### src/include/pwo_macros.svh
`ifndef PWO_MACROS_SVH
`define PWO_MACROS_SVH

// ============================================================
// ML-DSA modulus and coefficient geometry
// ============================================================

`define PWO_Q             23'd8380417
`define PWO_COEFF_WIDTH   23
`define PWO_SLOT_WIDTH    24
`define PWO_LANES         4

// Memory layout of one polynomial
`define PWO_ADDR_WIDTH    15
`define PWO_WORDS         64

// Barrett reduction of a 46-bit product, m = floor(2^46 / q)
`define PWO_BARRETT_K     46
`define PWO_BARRETT_M     24'd8396807

// Pipeline depths
`define PWO_LANE_LATENCY  3
// Read request to write request, one memory cycle plus the lane
`define PWO_WB_DELAY      4

`endif

### src/source/pwo_pkg.sv
`include "pwo_macros.svh"

package pwo_pkg;

    // ============================================================
    // Scalar types
    // ============================================================

    typedef logic [`PWO_COEFF_WIDTH-1:0]               coeff_t;
    typedef logic [`PWO_ADDR_WIDTH-1:0]                mem_addr_t;
    typedef logic [`PWO_LANES*`PWO_SLOT_WIDTH-1:0]     mem_word_t;
    typedef logic [$clog2(`PWO_WORDS)-1:0]             word_idx_t;

    // Pointwise operation selected for a pass
    typedef enum logic [1:0] {
        PWO_MUL = 2'd0,
        PWO_ADD = 2'd1,
        PWO_SUB = 2'd2
    } pwo_op_e;

    // Address issuer states
    typedef enum logic [1:0] {
        ST_IDLE  = 2'd0,
        ST_ISSUE = 2'd1,
        ST_DRAIN = 2'd2
    } pwo_state_e;

    // ============================================================
    // Structs
    // ============================================================

    // Read or write request to one memory port
    typedef struct packed {
        logic      en;
        mem_addr_t addr;
    } mem_req_t;

    // Lane control, held for a whole pass
    typedef struct packed {
        pwo_op_e op;
        logic    add_c;
    } lane_ctrl_t;

    // One record per issued word, later turned into a write
    typedef struct packed {
        logic      valid;
        logic      last;
        mem_addr_t addr;
    } issue_t;

endpackage

### src/source/pwo_addr_gen.sv
`timescale 1ns/1ps
`include "pwo_macros.svh"

module pwo_addr_gen
    import pwo_pkg::*;
(
    input  logic       clk,
    input  logic       reset_n,
    input  logic       enable_i,
    input  pwo_op_e    mode_i,
    input  logic       accumulate_i,
    input  mem_addr_t  base_a_i,
    input  mem_addr_t  base_b_i,
    input  mem_addr_t  base_c_i,
    input  logic       done_i,
    output mem_req_t   rd_req_a_o,
    output mem_req_t   rd_req_b_o,
    output mem_req_t   rd_req_c_o,
    output lane_ctrl_t ctrl_o,
    output issue_t     issue_o,
    output logic       busy_o
);

    localparam word_idx_t LAST_IDX = word_idx_t'(`PWO_WORDS - 1);

    pwo_state_e state_q;
    pwo_state_e state_d;
    word_idx_t  idx_q;
    lane_ctrl_t ctrl_q;
    mem_addr_t  base_a_q;
    mem_addr_t  base_b_q;
    mem_addr_t  base_c_q;
    mem_addr_t  offset;
    logic       start;
    logic       issuing;
    logic       last_idx;

    // Enable is only honoured while idle
    assign start    = (state_q == ST_IDLE) && enable_i;
    assign issuing  = (state_q == ST_ISSUE);
    assign last_idx = (idx_q == LAST_IDX);
    assign offset   = mem_addr_t'(idx_q);

    // ============================================================
    // State machine
    // ============================================================

    always_comb begin
        state_d = state_q;
        unique case (state_q)
            ST_IDLE: begin
                if (enable_i) begin
                    state_d = ST_ISSUE;
                end
            end
            ST_ISSUE: begin
                if (last_idx) begin
                    state_d = ST_DRAIN;
                end
            end
            ST_DRAIN: begin
                // Wait for the last write to leave the pipeline
                if (done_i) begin
                    state_d = ST_IDLE;
                end
            end
            default: begin
                state_d = ST_IDLE;
            end
        endcase
    end

    always_ff @(posedge clk or negedge reset_n) begin
        if (!reset_n) begin
            state_q <= ST_IDLE;
            idx_q   <= '0;
            ctrl_q  <= '{op: PWO_MUL, add_c: 1'b0};
        end else begin
            state_q <= state_d;
            if (start) begin
                idx_q  <= '0;
                // Accumulate only has a meaning for multiply
                ctrl_q <= '{op: mode_i, add_c: (mode_i == PWO_MUL) && accumulate_i};
            end else if (issuing) begin
                idx_q <= idx_q + word_idx_t'(1);
            end
        end
    end

    // Base addresses for the pass
    always_ff @(posedge clk) begin
        if (start) begin
            base_a_q <= base_a_i;
            base_b_q <= base_b_i;
            base_c_q <= base_c_i;
        end
    end

    // ============================================================
    // Requests and issue records
    // ============================================================

    assign rd_req_a_o = '{en: issuing, addr: base_a_q + offset};
    assign rd_req_b_o = '{en: issuing, addr: base_b_q + offset};
    assign rd_req_c_o = '{en: issuing && ctrl_q.add_c, addr: base_c_q + offset};

    assign issue_o = '{valid: issuing, last: issuing && last_idx, addr: base_c_q + offset};
    assign ctrl_o  = ctrl_q;
    assign busy_o  = (state_q != ST_IDLE);

    // Old c words are only fetched for multiply with accumulate
    a_rd_c_only_acc : assert property (@(posedge clk) disable iff (!reset_n)
        $rose(rd_req_c_o.en) |-> (ctrl_q.op == PWO_MUL) && ctrl_q.add_c);

    // A pass always issues the whole polynomial
    a_issue_full_pass : assert property (@(posedge clk) disable iff (!reset_n)
        $fell(issuing) |-> (idx_q == '0));

endmodule

### config.mk
export PLATFORM = sky130hd
export DESIGN_NAME = pwo_addr_gen
export DESIGN_NICKNAME = d
export VERILOG_FILES = /design/src/source/pwo_pkg.sv /design/src/source/pwo_addr_gen.sv
export VERILOG_INCLUDE_DIRS = /design/src /design/src/include
export SDC_FILE = /design/constraint.sdc
export NUM_CORES = 1
export LEC_CHECK = 0
export ABC_AREA = 1
export BUFFER_PORTS_ARGS = -buffer_cell sky130_fd_sc_hd__buf_2
export CAP_MARGIN = 20
export CORE_UTILIZATION = 45
export DETAILED_ROUTE_END_ITERATION = 16
export GPL_ROUTABILITY_DRIVEN = 0
export PLACE_DENSITY_LB_ADDON = 0.15
export SYNTH_ARGS = -nofsm -noshare
export SYNTH_HDL_FRONTEND = slang
export SYNTH_SLANG_ARGS = --single-unit
### constraint.sdc
create_clock -name clk -period 5.85 [get_ports clk]
set_clock_uncertainty 0.1 [all_clocks]
set_input_delay 0.8775 -clock clk [delete_from_list [all_inputs] [get_ports clk]]
set_output_delay 0.8775 -clock clk [all_outputs]
set_load 0.02 [all_outputs]
==> results_tabular.tex <==
\begin{tabular}{lr}
\hline
Metric & Value \\
\hline
\multicolumn{2}{l}{\textbf{Drt}} \\
\quad Initial DRC Count & 77 \\
\quad Avg WL per Cell & 11.51 um \\
\quad Number of vias after detailed routing & between 3000 and 4000 \\
\quad Total Wirelength & 7426 um \\
\quad Routed Antenna Nets & 0 \\
\quad TritonRoute pass-1 iters & 4 \\
\quad Detailed-route DRC error count & 0 \\
\quad Per-cell via count in the routed design & 4.792 \\
\multicolumn{2}{l}{\textbf{Clock network}} \\
\quad H-tree level count & 2 \\
\quad Post-CTS resize count & 0 \\
\quad Number of buffers on the longest clock path & 2 \\
\quad Number of buffers inserted for hold repair after clock tree synthesis & 0 \\
\quad CTS Root Buffer Type & sky130\_fd\_sc\_hd\_\_clkbuf\_8 \\
\quad Clock buffer count from CTS & 5 \\
\quad TritonCTS clock tree & yes \\
\quad Clk slew on worst S/H paths & roughly 0.1 ns \\
\quad Clock latency reported for the late side of the worst-skew pair & 0.31 ns \\
\quad Post-CTS Setup Repair Bufs & 0 \\
\quad Count of clock tree sinks & 56 \\
\multicolumn{2}{l}{\textbf{STA}} \\
\quad Number of hold violations in the final report & 0 \\
\quad Final worst-path cycle share & a little under three fifths \\
\quad Setup TNS & 0 ns \\
\quad Setup repair after global routing missed its margin & false \\
\quad Max-slew violations & 0 \\
\quad Max frequency & about 310 MHz \\
\quad Worst slew margin & roughly a third \\
\quad Slew of the pin with the lowest slew margin & $\sim$1 ns \\
\quad Tmin final & $\sim$3.2 ns \\
\quad Setup Viol. Count Final & 0 \\
\multicolumn{2}{l}{\textbf{Critical path}} \\
\quad Critical Path Sink & issue\_o[8] \\
\quad Reg-to-reg setup timing slack & around 3.8 ns \\
\quad Worst flop-to-flop path endpoint & idx\_q[5] \\
\quad Crit path max fanout & 9 \\
\quad Max stage delay on crit path & 0.52 ns \\
\quad Type of origin of the critical path & register \\
\quad Cell family contributing the most delay on the critical path & adder cells \\
\quad Critical Path Slowest Stage Cell & sky130\_fd\_sc\_hd\_\_dfrtp\_1 \\
\quad Cells along the critical path & ha\_1 -> inv\_1 -> fa\_1 -> inv\_1 -> nand2\_1 -> nand3\_2 -> a21oi\_1 -> nor2\_1 -> buf\_2 \\
\quad Start of the worst register-to-register path & state\_q[0] \\
\quad Buffering stage count on the worst path with inverters included & 3 \\
\quad Worst EP arrival & 2.26 ns \\
\quad Cell repeated most along the worst path & sky130\_fd\_sc\_hd\_\_inv\_1 \\
\quad Number of stages on the worst setup path & 9 \\
\quad Worst setup path startpoint & idx\_q[0] \\
\quad Count of cells along the worst register-to-register path & 6 \\
\quad Required time reported for the critical path endpoint & between 4 and 5 ns \\
\quad Critical path class & reg2out \\
\quad Worst setup EP type & output pin \\
\multicolumn{2}{l}{\textbf{Global routing}} \\
\quad Total global routing overflow & 0 \\
\quad Met2 routing resource usage after global routing & 33.58\% \\
\quad Number of antenna violations at the first check in global routing & 0 \\
\quad Vias in the first global route & 2930 \\
\quad Pin count of the biggest net entering global routing & roughly 50 \\
\quad GR met1 Demand/Resource & 22.80\% \\
\quad Global router's overall resource usage & 19.24\% \\
\quad Most utilized layer in the global route result & met2 \\
\quad Wire length of the first global-routing pass & $\sim$13000 um \\
\quad GRT met3 Usage & 4.355\% \\
\multicolumn{2}{l}{\textbf{Outcome}} \\
\quad Status & complete, no violations \\
\multicolumn{2}{l}{\textbf{Layout}} \\
\quad Layout fillers & about 740 \\
\quad Non-Filler Instances & 645 \\
\quad Utilization after layout & between 50 and 60\% \\
\quad Area growth syn-to-layout & 18.74\% \\
\quad Layout cells sized above 1 & roughly a quarter \\
\quad Number of nets in the final layout & 616 \\
\quad Total non-filler cell area in the finished layout & roughly 4300 sq um \\
\quad Antenna diodes & 0 \\
\multicolumn{2}{l}{\textbf{Run}} \\
\quad \# Max-Cap Violations & 0 \\
\multicolumn{2}{l}{\textbf{Synth}} \\
\quad Post-Synthesis Mean Instance Area & roughly 8.3 sq um \\
\quad Most repeated cell in the gate-level netlist after synthesis & sky130\_fd\_sc\_hd\_\_nand2\_1 \\
\quad Post-synth EDFFs & 45 \\
\quad Count of mapped cells out of synthesis & around 430 \\
\quad Syn Nets & approximately 510 \\
\quad Sequential cell area fraction in the yosys report & 45.03\% \\
\quad Number of warnings issued by yosys & 0 \\
\quad Cell types with the largest area share after synthesis & sky130\_fd\_sc\_hd\_\_edfxtp\_1 37\%, sky130\_fd\_sc\_hd\_\_nand2\_1 13\%, sky130\_fd\_sc\_hd\_\_dfrtp\_1 7.6\% \\
\quad Cell area after synthesis & 3612 sq um \\
\quad Number of distinct library cells after synthesis & 31 \\
\quad Cell taking the most area after synthesis & sky130\_fd\_sc\_hd\_\_edfxtp\_1 \\
\quad Proportion of netlist area held by the largest area contributor & 37.41\% \\
\quad Yosys reg bits & 56 \\
\quad Async set-reset flop share out of synthesis & between 15 and 20\% \\
\quad Most numerous cell types in the synthesized netlist & 127 x sky130\_fd\_sc\_hd\_\_nand2\_1, 63 x sky130\_fd\_sc\_hd\_\_inv\_1, 45 x sky130\_fd\_sc\_hd\_\_edfxtp\_1, 40 x sky130\_fd\_sc\_hd\_\_nand3\_1, 33 x sky130\_fd\_sc\_hd\_\_nor2\_1 \\
\quad Leading register cell type out of synthesis & sky130\_fd\_sc\_hd\_\_edfxtp\_1 \\
\multicolumn{2}{l}{\textbf{Die}} \\
\quad Top-Level Pins & approximately 120 \\
\quad Chip Width & around 92 um \\
\quad Starting density of the core & 46.75\% \\
\quad Area of the core & 7727 sq um \\
\quad Number of standard-cell rows in the floorplan & 32 \\
\quad Height of the chip & 91.60 um \\
\quad Die area & around 8400 sq um \\
\multicolumn{2}{l}{\textbf{Place}} \\
\quad Post-detailed-placement cell area & $\sim$4200 sq um \\
\quad HPWL after detailed placement & slightly below 6000 um \\
\quad Buffers added on ports & 120 \\
\quad Total instance count after detailed placement & around 640 \\
\multicolumn{2}{l}{\textbf{Power}} \\
\quad LEAKAGE & roughly 2.2 nW \\
\quad Overall power & between 0.002 and 0.0025 W \\
\quad PD cells & $\sim$510 nW/um\^{}2 \\
\quad Max rail drop VDD & 0.1796 mV \\
\multicolumn{2}{l}{\textbf{Worst hold path}} \\
\quad Worst min-delay path category & in2async \\
\hline
\end{tabular}
[worst reg2reg max path, delay by kind of cell, from the launching register on]
| family | cells | cell delay, ns |
|---|---|---|
| simple gates | 2 | 0.30 |
| buf+inv | 3 | 0.95 |
| flops | 1 | 0.39 |
| compound gates | 1 | 0.21 |
[cells in the final DEF (no fill, tap or decap), types with 2 or more instances in the layout]
cell                       synthesis  final
sky130_fd_sc_hd__fa_1              3      3
sky130_fd_sc_hd__a21oi_1           8      8
sky130_fd_sc_hd__inv_2             1      2
sky130_fd_sc_hd__nand2_1         127    127
sky130_fd_sc_hd__o21ai_0          11     11
sky130_fd_sc_hd__nand3b_1          3      3
sky130_fd_sc_hd__nor2_1           33     33
sky130_fd_sc_hd__buf_2             0    120
sky130_fd_sc_hd__xnor2_1           3      3
sky130_fd_sc_hd__nor3_1            4      4
sky130_fd_sc_hd__inv_1            63     62
sky130_fd_sc_hd__clkbuf_8          0      5
sky130_fd_sc_hd__dfrtp_1          11     11
sky130_fd_sc_hd__nand4_1           8      8
sky130_fd_sc_hd__or2_1             2      2
sky130_fd_sc_hd__nand3_1          40     40
sky130_fd_sc_hd__xor2_1           14     14
sky130_fd_sc_hd__nand2_2           4      4
sky130_fd_sc_hd__nor3_2            2      2
sky130_fd_sc_hd__or2_0             2      2
sky130_fd_sc_hd__and2_1            3      3
sky130_fd_sc_hd__edfxtp_1         45     45
sky130_fd_sc_hd__ha_1             19     19
[state kept, by name (all words and copies together), names as in the netlist]
signal	count
base_a_q	15
base_b_q	15
base_c_q	15
idx_q	6
ctrl_o	3
state_q	2
[report_power, final]
part           switching (W)  leakage (nW)  internal [W]  total, W
Clock               0.000128        0.0388     0.0000835  0.000212
Sequential         0.0000927         0.543      0.000514  0.000606
Combinational       0.000892          1.63      0.000458   0.00135
Total                0.00111          2.21       0.00106   0.00217
[how the worst min path moves through the flow]
stage,from,endpoint,slack (ns),cells past startpoint
after CTS,reset_n,ctrl_o[0],0.31,1
after global placement,ctrl_o[2],ctrl_o[2],0.37,2
after global routing,reset_n,ctrl_o[0],0.31,1
final,reset_n,idx_q[1],0.31,1
after floorplan,state_q[1],state_q[1],0.42,2
after detailed placement,ctrl_o[2],ctrl_o[2],0.38,2
[through the flow]
stage | setup slack [ns] | hold WS, ns
finish | 2.609 | 0.3100
floorplan | 2.905 | 0.4185
detailed placement | 2.945 | 0.3766
global route | 2.425 | 0.3091
global placement | 2.991 | 0.3662
CTS | 2.583 | 0.3130
[routing by layer]
layer  vias to the layer above  share of wire, %
li1                       1603                 -
met1                      1372                43
met2                        99                48
met3                        17               6.3
met4                         0               2.3
met5                         -                 0
[kinds of logic (layout without fill, tap and decap cells)]
kind of cell               count (synthesis)  after routing  synth area share [%]
DFF                                       56             56                 45.03
and+or+nand+nor                          232            232                 28.30
buffers and inverters                     82            192                 10.39
AOI/OAI and AO/OA                         24             24                 3.914
xor gates and xnor gates                  17             17                 4.122
adders and majority gates                 22             22                 8.244
[cell type report]
cell class	instances	area, sq um	area share (%)
inverter	64	240.2	5.601
tap	102	127.6	2.975
clock inverter	2	11.26	0.2625
clock buffer	6	72.57	1.692
timing repair buffer	120	600.6	14.00
multi-input combinational	295	1610	37.54
sequential	56	1627	37.92
(Power assumes the default switching activity.)
