$ cat src/include/pwo_macros.svh
`ifndef PWO_MACROS_SVH
`define PWO_MACROS_SVH

// ============================================================
// ML-DSA modulus and coefficient geometry
// ============================================================

`define PWO_Q             23'd8380417
`define PWO_COEFF_WIDTH   23
`define PWO_SLOT_WIDTH    24
`define PWO_LANES         4

// Memory layout of one polynomial
`define PWO_ADDR_WIDTH    15
`define PWO_WORDS         64

// Barrett reduction of a 46-bit product, m = floor(2^46 / q)
`define PWO_BARRETT_K     46
`define PWO_BARRETT_M     24'd8396807

// Pipeline depths
`define PWO_LANE_LATENCY  3
// Read request to write request, one memory cycle plus the lane
`define PWO_WB_DELAY      4

`endif

$ cat src/source/pwo_pkg.sv
`include "pwo_macros.svh"

package pwo_pkg;

    // ============================================================
    // Scalar types
    // ============================================================

    typedef logic [`PWO_COEFF_WIDTH-1:0]               coeff_t;
    typedef logic [`PWO_ADDR_WIDTH-1:0]                mem_addr_t;
    typedef logic [`PWO_LANES*`PWO_SLOT_WIDTH-1:0]     mem_word_t;
    typedef logic [$clog2(`PWO_WORDS)-1:0]             word_idx_t;

    // Pointwise operation selected for a pass
    typedef enum logic [1:0] {
        PWO_MUL = 2'd0,
        PWO_ADD = 2'd1,
        PWO_SUB = 2'd2
    } pwo_op_e;

    // Address issuer states
    typedef enum logic [1:0] {
        ST_IDLE  = 2'd0,
        ST_ISSUE = 2'd1,
        ST_DRAIN = 2'd2
    } pwo_state_e;

    // ============================================================
    // Structs
    // ============================================================

    // Read or write request to one memory port
    typedef struct packed {
        logic      en;
        mem_addr_t addr;
    } mem_req_t;

    // Lane control, held for a whole pass
    typedef struct packed {
        pwo_op_e op;
        logic    add_c;
    } lane_ctrl_t;

    // One record per issued word, later turned into a write
    typedef struct packed {
        logic      valid;
        logic      last;
        mem_addr_t addr;
    } issue_t;

endpackage

$ cat src/source/pwo_writeback.sv
`timescale 1ns/1ps
`include "pwo_macros.svh"

module pwo_writeback
    import pwo_pkg::*;
(
    input  logic      clk,
    input  logic      reset_n,
    input  issue_t    issue_i,
    input  coeff_t    lane0_i,
    input  coeff_t    lane1_i,
    input  coeff_t    lane2_i,
    input  coeff_t    lane3_i,
    output mem_req_t  wr_req_o,
    output mem_word_t wr_data_o,
    output logic      done_o
);

    localparam int PAD_W = `PWO_SLOT_WIDTH - `PWO_COEFF_WIDTH;

    issue_t dly_q [`PWO_WB_DELAY];
    issue_t tail;
    logic   done_q;

    // ============================================================
    // Issue record delay line
    // ============================================================

    // Each record reaches the tail together with its lane results
    always_ff @(posedge clk or negedge reset_n) begin
        if (!reset_n) begin
            for (int i = 0; i < `PWO_WB_DELAY; i++) begin
                dly_q[i] <= '0;
            end
        end else begin
            dly_q[0] <= issue_i;
            for (int i = 1; i < `PWO_WB_DELAY; i++) begin
                dly_q[i] <= dly_q[i-1];
            end
        end
    end

    assign tail = dly_q[`PWO_WB_DELAY-1];

    // ============================================================
    // Write request and packing
    // ============================================================

    assign wr_req_o = '{en: tail.valid, addr: tail.addr};

    // Slot 0 in the low bits with the spare top bit of each slot zero
    assign wr_data_o = {
        {PAD_W{1'b0}}, lane3_i,
        {PAD_W{1'b0}}, lane2_i,
        {PAD_W{1'b0}}, lane1_i,
        {PAD_W{1'b0}}, lane0_i
    };

    // Done follows the last write by one cycle
    always_ff @(posedge clk or negedge reset_n) begin
        if (!reset_n) begin
            done_q <= 1'b0;
        end else begin
            done_q <= tail.valid && tail.last;
        end
    end

    assign done_o = done_q;

    a_done_single : assert property (@(posedge clk) disable iff (!reset_n)
        done_o |=> !done_o);

endmodule
$ cat config.mk
export PLATFORM = sky130hd
export DESIGN_NAME = pwo_writeback
export DESIGN_NICKNAME = d
export VERILOG_FILES = /design/src/source/pwo_pkg.sv /design/src/source/pwo_writeback.sv
export VERILOG_INCLUDE_DIRS = /design/src /design/src/include
export SDC_FILE = /design/constraint.sdc
export NUM_CORES = 1
export LEC_CHECK = 0
export BUFFER_PORTS_ARGS = -buffer_cell sky130_fd_sc_hd__clkbuf_2
export CORE_MARGIN = 3
export CORE_UTILIZATION = 23
export DETAILED_ROUTE_END_ITERATION = 8
export PLACE_DENSITY = 0.54
export SLEW_MARGIN = 20
export SYNTH_ARGS = -nofsm -noshare
export SYNTH_HDL_FRONTEND = slang
export SYNTH_SLANG_ARGS = --single-unit
$ cat constraint.sdc
create_clock -name clk -period 0.8 [get_ports clk]
set_input_delay 0.16 -clock clk [delete_from_list [all_inputs] [get_ports clk]]
set_output_delay 0.16 -clock clk [all_outputs]
set_load 0.05 [all_outputs]
==> results of run 1 <==
-- cell usage in the layout (no fill, tap or decap), drive strengths merged --
cell type,n
dfrtp,69
clkbuf,27
buf,20
dlygate4sd3,18
conb,4
clkinv,4
and2,1
bufinv,1
clkinvlp,1
-- cell type report --
cell class | instances | area share [%]
clock buffers | 9 | 4.57
well taps | 140 | 6.46
flip-flops and latches | 69 | 63.7
clock inverters | 6 | 2.40
repair buffers | 56 | 22.1
multi-input cells | 5 | 0.784
-- how the worst min path moves through the flow --
stage | to | startpoint | cells after the start
final | dly_q[33]$_DFF_PN0_ | reset_n | 2
after global routing | dly_q[32]$_DFF_PN0_ | reset_n | 2
after floorplan | dly_q[15]$_DFF_PN0_ | reset_n | 0
after detailed placement | dly_q[33]$_DFF_PN0_ | reset_n | 1
after CTS | dly_q[32]$_DFF_PN0_ | reset_n | 2
after global placement | dly_q[33]$_DFF_PN0_ | reset_n | 1
-- layer usage --
| metal | part of all wire (%) | global-route usage [%] |
|---|---|---|
| met3 | 23 | 8.32 |
| met2 | 43 | 8.11 |
| met1 | 25 | 5.49 |
| met5 | 0.69 | 1.96 |
| met4 | 8.4 | 8.27 |
-- power by group through the flow --
stage | sequential, uW | clock, uW | combinational (uW)
floorplan | 3770 | 0 | 1510
CTS | 3720 | 2750 | 531
detailed placement | 3780 | 0 | 403
global route | 3750 | 2910 | 588
global placement | 3780 | 0 | 397
finish | 3730 | 2630 | 552
-- cell usage after synthesis --
cell                      number  share of area, %
sky130_fd_sc_hd__conb_1        1              0.15
sky130_fd_sc_hd__and2_1        1              0.24
sky130_fd_sc_hd__buf_4       112                33
sky130_fd_sc_hd__dfrtp_1      69                67
-- flip-flops by register name, summed over array words and instances, names as in the netlist --
register and count:
wr_req_o 16, dly_q 52, done_o 1
-- logic make-up after synthesis --
group                  Yosys count  share of synthesized area [%]
buffers and inverters          112                           32.6
other                            1                          0.145
flip-flops                      69                           67.0
AND/OR/NAND/NOR                  1                          0.243
-- through the flow --
step	util, %	TNS (ns)	hold WS, ns
6_report	24.9	-4.10	0.259
2_1_floorplan	-	0	-0.136
5_1_grt	24.9	-4.89	0.277
3_3_place_gp	19.9	0	0.0384
4_1_cts	24.5	-4.68	0.214
3_5_place_dp	19.9	0	0.0482
-- what timing repair did --
item	CTS	global route
pin swaps	0	0
endpoints found under the setup margin	17	61
cloned	0	1
buffers inserted	0	0
hold buffers	18	0
gates resized for setup	30	15
endpoints found under the hold margin	83	0
==> impl_table.tex, run 1 <==
\begin{tabular}{lr}
\hline
Metric & Value \\
\hline
\multicolumn{2}{l}{\textbf{Power and ir drop}} \\
\quad Net switching share of the total power & 22.9\% \\
\quad Overall power after layout & 6910 uW \\
\quad Pint & 5320 uW \\
\quad Peak ir drop on the vdd network & 0.00117 V \\
\quad Relative contribution of sequential cells to total power & 54.0\% \\
\quad Leak & 0.00123 uW \\
\quad Switching power total & 1590 uW \\
\quad Power density normalized to cell area & 2550 mW/mm2 \\
\quad Comb pwr share & 8.0\% \\
\quad Proportion of power drawn by the clock network & 38.0\% \\
\multicolumn{2}{l}{\textbf{Routing}} \\
\quad Residual DRC count & 0 \\
\quad Number of search-and-repair iterations in the first detailed-routing pass & 2 \\
\quad Avg WL per Cell & 14.7 um \\
\quad Routed Wire Length & 4180 um \\
\quad Routed via count divided by cell count & 3.29 \\
\quad Number of DRC violations after detailed-routing iteration 0 & 14 \\
\quad DR vias & 937 \\
\quad Number of nets still failing antenna checks after routing & 0 \\
\multicolumn{2}{l}{\textbf{Worst setup path}} \\
\quad R2r setup slk & 0.14 ns \\
\quad Highest-delay cell along the critical path & sky130\_fd\_sc\_hd\_\_dfrtp\_1 \\
\quad Startpoint of the worst-slack reg-to-reg timing path & wr\_req\_o[15]\$\_DFF\_PN0\_ \\
\quad Data arrival at the endpoint of the critical path & 0.91 ns \\
\quad Category of the critical setup timing path & register to primary output \\
\quad Dominant delay contributor by cell family on the critical path & flip-flops \\
\quad Worst-path cell chain & buf\_12 \\
\quad Slowest cell delay on critical path & 0.41 ns \\
\quad Worst setup path start & wr\_req\_o[6]\$\_DFF\_PN0\_ \\
\quad Worst Path Max Fanout & 1 \\
\quad Number of logic stages on the critical path including buffering & 1 \\
\quad Worst flop-to-flop path endpoint & done\_o\$\_DFF\_PN0\_ \\
\quad Buffers and inverters on the worst path & 1 \\
\quad Required time worst endpoint & 0.64 ns \\
\quad Kind of end point of the critical path & primary output \\
\quad End point of the critical path & wr\_req\_o[6] \\
\quad Cell count of the worst reg-to-reg path & 1 \\
\quad Startpoint type of the worst setup path & register \\
\multicolumn{2}{l}{\textbf{GRT}} \\
\quad Number of global-route vias before repair & 1,057 \\
\quad Overall Global Routing Usage & 7.13\% \\
\quad Total congestion overflow after global routing & 0 \\
\quad Maximum number of pins on one net before global-route repair & 45 \\
\quad Initial antenna violation count & 0 \\
\quad Wire length of the first global-routing pass & 6240 um \\
\multicolumn{2}{l}{\textbf{Logic synthesis}} \\
\quad Sequential element share of the synthesized area & 67.0\% \\
\quad Flip-flop and latch count after synthesis & 69 \\
\quad Count of different cell masters after synthesis & 4 \\
\quad Post-Syn Area per Cell & 14.1 um2 \\
\quad Mapped cell area & 0.00258 mm2 \\
\quad Yosys warning count & 0 \\
\quad Gate count after technology mapping & 183 \\
\multicolumn{2}{l}{\textbf{Layout}} \\
\quad Footprint of the multi-input gates & 21.3 um2 \\
\quad Post-layout nets & 252 \\
\quad Antenna diode count & 0 \\
\quad Final cell count without fillers & 285 \\
\quad Fraction of layout instances using a drive strength above 1 & 36.6\% \\
\quad Number of fillers in the final layout & 1,099 \\
\quad Post-route cell area & 0.00271 mm2 \\
\quad Layout area overhead & 5.24\% \\
\quad Sequential cell area & 0.00173 mm2 \\
\multicolumn{2}{l}{\textbf{Placed design}} \\
\quad IO buf count & 35 \\
\quad Total placed instance area & 0.00217 mm2 \\
\quad Cells after DPL & 251 \\
\quad Minimum setup slack after placement & 0.0428 ns \\
\quad Gpl congestion & 0.620 \\
\multicolumn{2}{l}{\textbf{Floorplan}} \\
\quad I/O pin cnt & 224 \\
\quad Area of the core region & 0.0109 mm2 \\
\quad Effective utilization at floorplan & 23.7\% \\
\quad Site row count & 38 \\
\quad Die outline height & 112 um \\
\quad Die extent in x & 112 um \\
\quad Total die area & 0.0125 mm2 \\
\multicolumn{2}{l}{\textbf{Run status}} \\
\quad Run status & finished, violations left \\
\quad Failing checks & setup timing \\
\multicolumn{2}{l}{\textbf{Clock tree}} \\
\quad Deepest level of the CTS H-tree & 3 \\
\quad Clock Tree Buf Depth & 2 \\
\quad Clock transition at the registers of the reported paths & 0.07 ns \\
\quad Clk sink count & 69 \\
\quad CTS buffer count & 9 \\
\quad Clock root buffer & sky130\_fd\_sc\_hd\_\_clkbuf\_8 \\
\quad Clock latency reported for the late side of the worst-skew pair & 0.33 ns \\
\quad Clock tree from TritonCTS & done \\
\multicolumn{2}{l}{\textbf{Timing}} \\
\quad Endpoints failing hold & 0 \\
\quad Final setup violating endpoints & 17 \\
\quad Unrepaired setup endpoints after global routing & yes \\
\quad Share of the clock period used by the worst path after layout & 134\% \\
\quad Setup clock skew after layout & 0.00627 ns \\
\quad Final period demand of the worst path & 1.07 ns \\
\quad Setup ws final & -0.271 ns \\
\quad Max Clk Rate & 0.933 GHz \\
\quad Final count of pins violating max slew & 0 \\
\multicolumn{2}{l}{\textbf{Job}} \\
\quad Total of max-cap violations & 0 \\
\multicolumn{2}{l}{\textbf{Worst hold path}} \\
\quad Class of the worst hold path & input port to async pin \\
\hline
\end{tabular}
No activity file was read; power rests on OpenSTA's default activity.
==> inputs of run 2 (changes only) <==
--- a/config.mk
+++ b/config.mk
@@ -9,6 +9,7 @@
 export BUFFER_PORTS_ARGS = -buffer_cell sky130_fd_sc_hd__clkbuf_2
 export CORE_MARGIN = 3
 export CORE_UTILIZATION = 23
+export CTS_CLUSTER_DIAMETER = 40
 export DETAILED_ROUTE_END_ITERATION = 8
 export PLACE_DENSITY = 0.54
 export SLEW_MARGIN = 20
==> constraint.sdc (replaced) <==
create_clock -name clk -period 0.8 [get_ports clk]
set_input_delay 0.08 -clock clk [delete_from_list [all_inputs] [get_ports clk]]
set_output_delay 0.08 -clock clk [all_outputs]
set_load 0.05 [all_outputs]
==> impl_table.tex, run 2 (same netlist as run 1, synthesis figures left out) <==
\begin{tabular}{lr}
\hline
Metric & Value \\
\hline
\multicolumn{2}{l}{\textbf{Power and ir drop}} \\
\quad Peak ir drop on the vdd network & 0.00130 V \\
\quad Proportion of power drawn by the clock network & 35.6\% \\
\quad Pint & 5020 uW \\
\quad Relative contribution of sequential cells to total power & 56.4\% \\
\quad Comb pwr share & 8.0\% \\
\quad Power density normalized to cell area & 2490 mW/mm2 \\
\quad Net switching share of the total power & 24.1\% \\
\quad Switching power total & 1590 uW \\
\quad Leak & 0.00119 uW \\
\multicolumn{2}{l}{\textbf{Clock tree}} \\
\quad Clock Tree Buf Depth & 2 \\
\quad CTS buffer count & 9 \\
\quad Post CTS Setup Buffer Count & 0 \\
\quad Clk sink count & 69 \\
\quad Clock latency reported for the late side of the worst-skew pair & 0.33 ns \\
\quad Clock tree from TritonCTS & done \\
\quad Clock root buffer & sky130\_fd\_sc\_hd\_\_clkbuf\_8 \\
\quad Clock transition at the registers of the reported paths & 0.07 ns \\
\quad Deepest level of the CTS H-tree & 3 \\
\multicolumn{2}{l}{\textbf{Routing}} \\
\quad Avg WL per Cell & 13.9 um \\
\quad Routed via count divided by cell count & 3.19 \\
\quad Number of nets still failing antenna checks after routing & 0 \\
\quad Number of search-and-repair iterations in the first detailed-routing pass & 2 \\
\quad DR vias & 909 \\
\quad Routed Wire Length & 3970 um \\
\quad Number of DRC violations after detailed-routing iteration 0 & 28 \\
\quad Residual DRC count & 0 \\
\multicolumn{2}{l}{\textbf{Floorplan}} \\
\quad Effective utilization at floorplan & 23.7\% \\
\quad Die outline height & 112 um \\
\quad Total die area & 0.0125 mm2 \\
\quad Area of the core region & 0.0109 mm2 \\
\quad Die extent in x & 112 um \\
\quad Site row count & 38 \\
\quad I/O pin cnt & 224 \\
\multicolumn{2}{l}{\textbf{Layout}} \\
\quad Antenna diode count & 0 \\
\quad Register bank with the most flops & dly\_q \\
\quad Footprint of the multi-input gates & 21.3 um2 \\
\quad Layout area overhead & 3.06\% \\
\quad Sequential cell area & 0.00173 mm2 \\
\quad Commonest non-fill, non-tap cells in the layout & sky130\_fd\_sc\_hd\_\_dfrtp\_1 (69), sky130\_fd\_sc\_hd\_\_dlygate4sd3\_1 (18), sky130\_fd\_sc\_hd\_\_clkbuf\_2 (17), sky130\_fd\_sc\_hd\_\_buf\_8 (17), sky130\_fd\_sc\_hd\_\_clkbuf\_8 (9) \\
\quad Most common cell after layout, fill and taps aside & sky130\_fd\_sc\_hd\_\_dfrtp\_1 \\
\quad Number of fillers in the final layout & 1,104 \\
\quad Post-layout nets & 251 \\
\quad Flip-flop count of the largest register after layout & 52 \\
\quad Fraction of layout instances using a drive strength above 1 & 35.2\% \\
\multicolumn{2}{l}{\textbf{Worst setup path}} \\
\quad Buffers and inverters on the worst path & 1 \\
\quad Required time worst endpoint & 0.72 ns \\
\quad Slowest cell delay on critical path & 0.40 ns \\
\quad Startpoint type of the worst setup path & register \\
\quad Kind of end point of the critical path & primary output \\
\quad Worst Path Max Fanout & 1 \\
\quad Category of the critical setup timing path & register to primary output \\
\quad Worst-path cell chain & buf\_8 \\
\quad Dominant delay contributor by cell family on the critical path & flip-flops \\
\quad Highest-delay cell along the critical path & sky130\_fd\_sc\_hd\_\_dfrtp\_1 \\
\quad Data arrival at the endpoint of the critical path & 0.90 ns \\
\multicolumn{2}{l}{\textbf{Run status}} \\
\quad Failing checks & setup timing \\
\quad Run status & finished, violations left \\
\multicolumn{2}{l}{\textbf{Timing}} \\
\quad Unrepaired setup endpoints after global routing & yes \\
\quad Post-route worst hold slack & 0.141 ns \\
\quad Final count of pins violating max slew & 0 \\
\quad Share of the clock period used by the worst path after layout & 122\% \\
\quad Endpoints failing hold & 0 \\
\quad Setup ws final & -0.177 ns \\
\quad Final period demand of the worst path & 0.977 ns \\
\quad Max Clk Rate & 1.02 GHz \\
\quad Final setup violating endpoints & 17 \\
\quad Setup clock skew after layout & 0.00665 ns \\
\multicolumn{2}{l}{\textbf{GRT}} \\
\quad Total congestion overflow after global routing & 0 \\
\quad Wire length of the first global-routing pass & 6090 um \\
\quad Initial antenna violation count & 0 \\
\quad Overall Global Routing Usage & 6.98\% \\
\quad Number of global-route vias before repair & 1,078 \\
\quad Maximum number of pins on one net before global-route repair & 45 \\
\multicolumn{2}{l}{\textbf{Placed design}} \\
\quad Minimum setup slack after placement & 0.122 ns \\
\quad Gpl congestion & 0.596 \\
\quad IO buf count & 35 \\
\quad Estimated wirelength of the detail-placed design & 2870 um \\
\multicolumn{2}{l}{\textbf{Worst hold path}} \\
\quad Class of the worst hold path & input port to async pin \\
\multicolumn{2}{l}{\textbf{Job}} \\
\quad Total of max-cap violations & 0 \\
\hline
\end{tabular}
run 2: changes by cell type in the layout (fill, tap and decap cells not counted), sizes merged:
| cell | before | now |
|---|---|---|
| clkbuf | 27 | 28 |
| clkinv | 4 | 1 |
| bufinv | 1 | 0 |
| inv | 0 | 1 |
| clkinvlp | 1 | 3 |
run 2: what timing repair did:
item / in CTS / in global routing
gates cloned: 0 / 0
gates resized for setup: 34 / 17
pin swaps: 0 / 0
hold buffers: 18 / 0
endpoints found under the setup margin: 17 / 17
hold endpoints to repair: 86 / 0
run 2: power groups by stage:
stage	logic (uW)	registers, uW	clock network, uW
2_1_floorplan	1510	3770	0
3_3_place_gp	382	3780	0
3_5_place_dp	386	3780	0
4_1_cts	523	3720	2480
5_1_grt	568	3740	2660
6_report	532	3730	2350
run 2: worst paths after layout:
path / end / depth (start not counted) / slack (ns) / from
max: wr_req_o[9] / 1 / -0.18 / wr_req_o[9]$_DFF_PN0_
min: dly_q[32]$_DFF_PN0_ / 2 / 0.14 / reset_n
max reg2reg: done_o$_DFF_PN0_ / 1 / 0.13 / wr_req_o[15]$_DFF_PN0_
min reg2reg: dly_q[25]$_DFF_PN0_ / 0 / 0.35 / dly_q[42]$_DFF_PN0_
max in group asynchronous: wr_req_o[4]$_DFF_PN0_ / 3 / 0.16 / reset_n
min in group clk: wr_data_o[24] / 0 / 0.16 / lane1_i[0]
run 2: metrics by stage:
step / TNS (ns) / total power (uW) / instances / area (um2) / util [%]
after floorplan: 0 / 5280 / 186 / 2590 / -
after global placement: 0 / 4160 / 251 / 2140 / 19.6
after detailed placement: 0 / 4170 / 251 / 2140 / 19.6
after CTS: -3.24 / 6720 / 285 / 2640 / 24.2
after global routing: -3.41 / 6970 / 285 / 2660 / 24.4
final: -2.62 / 6610 / 285 / 2660 / 24.4
run 2: layer usage:
metal  GRT usage [%]  vias up  part of all wire [%]
met2            7.19      100                    38
met4            8.76        2                   8.6
met5            3.92        -                  0.76
met3            5.76       37                    16
met1            7.10      420                    36
li1                -      350                     -
run 2: layout make-up:
type	count	area share, %
Clock inverter	5	1.37
Sequential cell	69	65.0
Multi-Input combinational cell	5	0.801
Timing Repair Buffer	55	21.3
Clock buffer	11	4.95
Tap cell	140	6.59
==> inputs of run 3 (changes only) <==
--- a/config.mk
+++ b/config.mk
@@ -12,6 +12,7 @@
 export CTS_CLUSTER_DIAMETER = 40
 export DETAILED_ROUTE_END_ITERATION = 8
 export PLACE_DENSITY = 0.54
+export REMOVE_ABC_BUFFERS = 1
 export SLEW_MARGIN = 20
 export SYNTH_ARGS = -nofsm -noshare
 export SYNTH_HDL_FRONTEND = slang
==> impl_table.tex, run 3 (same netlist as run 1, synthesis figures left out) <==
\begin{tabular}{lr}
\hline
Metric & Value \\
\hline
\multicolumn{2}{l}{\textbf{Run status}} \\
\quad Run status & finished, violations left \\
\quad Failing checks & setup timing \\
\multicolumn{2}{l}{\textbf{Clock tree}} \\
\quad Post CTS Setup Buffer Count & 0 \\
\quad Clk sink count & 69 \\
\quad CTS buffer count & 9 \\
\quad Clock tree from TritonCTS & done \\
\quad Deepest level of the CTS H-tree & 3 \\
\quad Clock transition at the registers of the reported paths & 0.08 ns \\
\quad Clock Tree Buf Depth & 2 \\
\quad Clock latency reported for the late side of the worst-skew pair & 0.33 ns \\
\quad Clock root buffer & sky130\_fd\_sc\_hd\_\_clkbuf\_8 \\
\multicolumn{2}{l}{\textbf{Job}} \\
\quad Total of max-cap violations & 0 \\
\multicolumn{2}{l}{\textbf{Placed design}} \\
\quad Gpl congestion & 0.885 \\
\quad Cells after DPL & 251 \\
\quad IO buf count & 35 \\
\quad Minimum setup slack after placement & 0.100 ns \\
\quad Estimated wirelength of the detail-placed design & 11,500 um \\
\multicolumn{2}{l}{\textbf{Floorplan}} \\
\quad Die extent in x & 112 um \\
\quad Total die area & 0.0125 mm2 \\
\quad Area of the core region & 0.0109 mm2 \\
\quad Effective utilization at floorplan & 23.7\% \\
\quad Die outline height & 112 um \\
\quad I/O pin cnt & 224 \\
\quad Site row count & 38 \\
\multicolumn{2}{l}{\textbf{Routing}} \\
\quad Residual DRC count & 0 \\
\quad Number of nets still failing antenna checks after routing & 0 \\
\quad Number of DRC violations after detailed-routing iteration 0 & 47 \\
\quad Avg WL per Cell & 44.2 um \\
\quad DR vias & 948 \\
\quad Routed Wire Length & 12,600 um \\
\quad Number of search-and-repair iterations in the first detailed-routing pass & 4 \\
\quad Routed via count divided by cell count & 3.33 \\
\multicolumn{2}{l}{\textbf{Power and ir drop}} \\
\quad Peak ir drop on the vdd network & 0.000754 V \\
\quad Power density normalized to cell area & 2610 mW/mm2 \\
\quad Leak & 0.00122 uW \\
\quad Overall power after layout & 7010 uW \\
\multicolumn{2}{l}{\textbf{Worst setup path}} \\
\quad Slowest cell delay on critical path & 0.41 ns \\
\quad Kind of end point of the critical path & primary output \\
\quad Buffers and inverters on the worst path & 1 \\
\quad Worst Path Max Fanout & 2 \\
\quad Worst-path cell chain & buf\_8 \\
\quad Highest-delay cell along the critical path & sky130\_fd\_sc\_hd\_\_dfrtp\_1 \\
\quad Category of the critical setup timing path & register to primary output \\
\quad R2r setup slk & 0.07 ns \\
\quad Dominant delay contributor by cell family on the critical path & flip-flops \\
\quad Required time worst endpoint & 0.72 ns \\
\quad Data arrival at the endpoint of the critical path & 0.89 ns \\
\quad Startpoint type of the worst setup path & register \\
\multicolumn{2}{l}{\textbf{Layout}} \\
\quad Register bank with the most flops & dly\_q \\
\quad Commonest non-fill, non-tap cells in the layout & sky130\_fd\_sc\_hd\_\_dfrtp\_1 (69), sky130\_fd\_sc\_hd\_\_dlygate4sd3\_1 (18), sky130\_fd\_sc\_hd\_\_clkbuf\_2 (17), sky130\_fd\_sc\_hd\_\_buf\_8 (17), sky130\_fd\_sc\_hd\_\_clkbuf\_8 (9) \\
\quad Layout area overhead & 4.22\% \\
\quad Final cell count without fillers & 285 \\
\quad Post-layout nets & 251 \\
\quad Most common cell after layout, fill and taps aside & sky130\_fd\_sc\_hd\_\_dfrtp\_1 \\
\quad Fraction of layout instances using a drive strength above 1 & 36.6\% \\
\quad Flip-flop count of the largest register after layout & 52 \\
\quad Antenna diode count & 0 \\
\multicolumn{2}{l}{\textbf{GRT}} \\
\quad Initial antenna violation count & 0 \\
\quad Total congestion overflow after global routing & 0 \\
\quad Number of global-route vias before repair & 1,031 \\
\quad Wire length of the first global-routing pass & 15,200 um \\
\quad Maximum number of pins on one net before global-route repair & 38 \\
\quad Overall Global Routing Usage & 20.3\% \\
\multicolumn{2}{l}{\textbf{Timing}} \\
\quad Max Clk Rate & 1.03 GHz \\
\quad Final count of pins violating max slew & 0 \\
\quad Final setup violating endpoints & 17 \\
\quad Share of the clock period used by the worst path after layout & 121\% \\
\quad Setup ws final & -0.170 ns \\
\quad Unrepaired setup endpoints after global routing & yes \\
\quad Final period demand of the worst path & 0.970 ns \\
\quad Setup clock skew after layout & 0.0106 ns \\
\quad Endpoints failing hold & 0 \\
\multicolumn{2}{l}{\textbf{Worst hold path}} \\
\quad Class of the worst hold path & input port to async pin \\
\hline
\end{tabular}
==> run 3: cell count changes in the layout (fill, tap and decap cells not counted), sizes merged <==
cell,previous run,this run
clkbuf,28,26
clkinv,1,3
clkinvlp,3,1
bufinv,0,1
inv,1,2
==> run 3: report_power, final <==
group | leakage [uW] | internal (uW) | total, uW | switching, uW
registers | 0.000805 | 3660 | 3730 | 64.5
logic | 0.000310 | 226 | 541 | 315
clock network | 0.000100 | 1450 | 2740 | 1290
total | 0.00122 | 5340 | 7010 | 1670
==> run 3: layout make-up <==
type | count | area [um2]
Timing Repair Buffer | 55 | 566
Clock buffer | 9 | 124
Clock inverter | 7 | 73.8
Fill cell | 1112 | 8200
Sequential cell | 69 | 1730
Multi-Input combinational cell | 5 | 21.3
Tap cell | 140 | 175
==> run 3: metrics by stage <==
step	utilization (%)	area [um2]	hold slack [ns]	TNS, ns
after floorplan	-	1750	-0.216	-0.0895
after global placement	19.6	2140	-0.0597	0
after detailed placement	19.6	2140	-0.0604	0
after CTS	24.5	2670	0.117	-3.12
after global routing	24.7	2690	0.134	-3.45
final	24.7	2690	0.136	-2.61
==> run 3: path summary, 6_finish.rpt <==
path / startpoint / end / depth (start not counted)
worst max-delay path: wr_req_o[15]$_DFF_PN0_ / wr_req_o[15] / 1
worst min-delay path: reset_n / wr_req_o[13]$_DFF_PN0_ / 2
worst max register to register: wr_req_o[15]$_DFF_PN0_ / done_o$_DFF_PN0_ / 1
worst min register to register: dly_q[21]$_DFF_PN0_ / wr_req_o[4]$_DFF_PN0_ / 0
max in group asynchronous: reset_n / dly_q[22]$_DFF_PN0_ / 3
min in group clk: lane2_i[7] / wr_data_o[55] / 0
==> run 3: routing by layer <==
| layer | vias to the layer above | share of wire, % | global-route usage [%] |
|---|---|---|---|
| met5 | - | 0 | 2.35 |
| met4 | 0 | 0 | 1.46 |
| met3 | 0 | 37 | 36.6 |
| met2 | 180 | 43 | 28.7 |
| met1 | 418 | 20 | 12.3 |
| li1 | 350 | - | - |
==> run 3: timing repair <==
item,CTS,global route
resized for setup,34,17
hold endpoints to repair,86,0
setup endpoints to repair,17,17
hold buffers,18,0
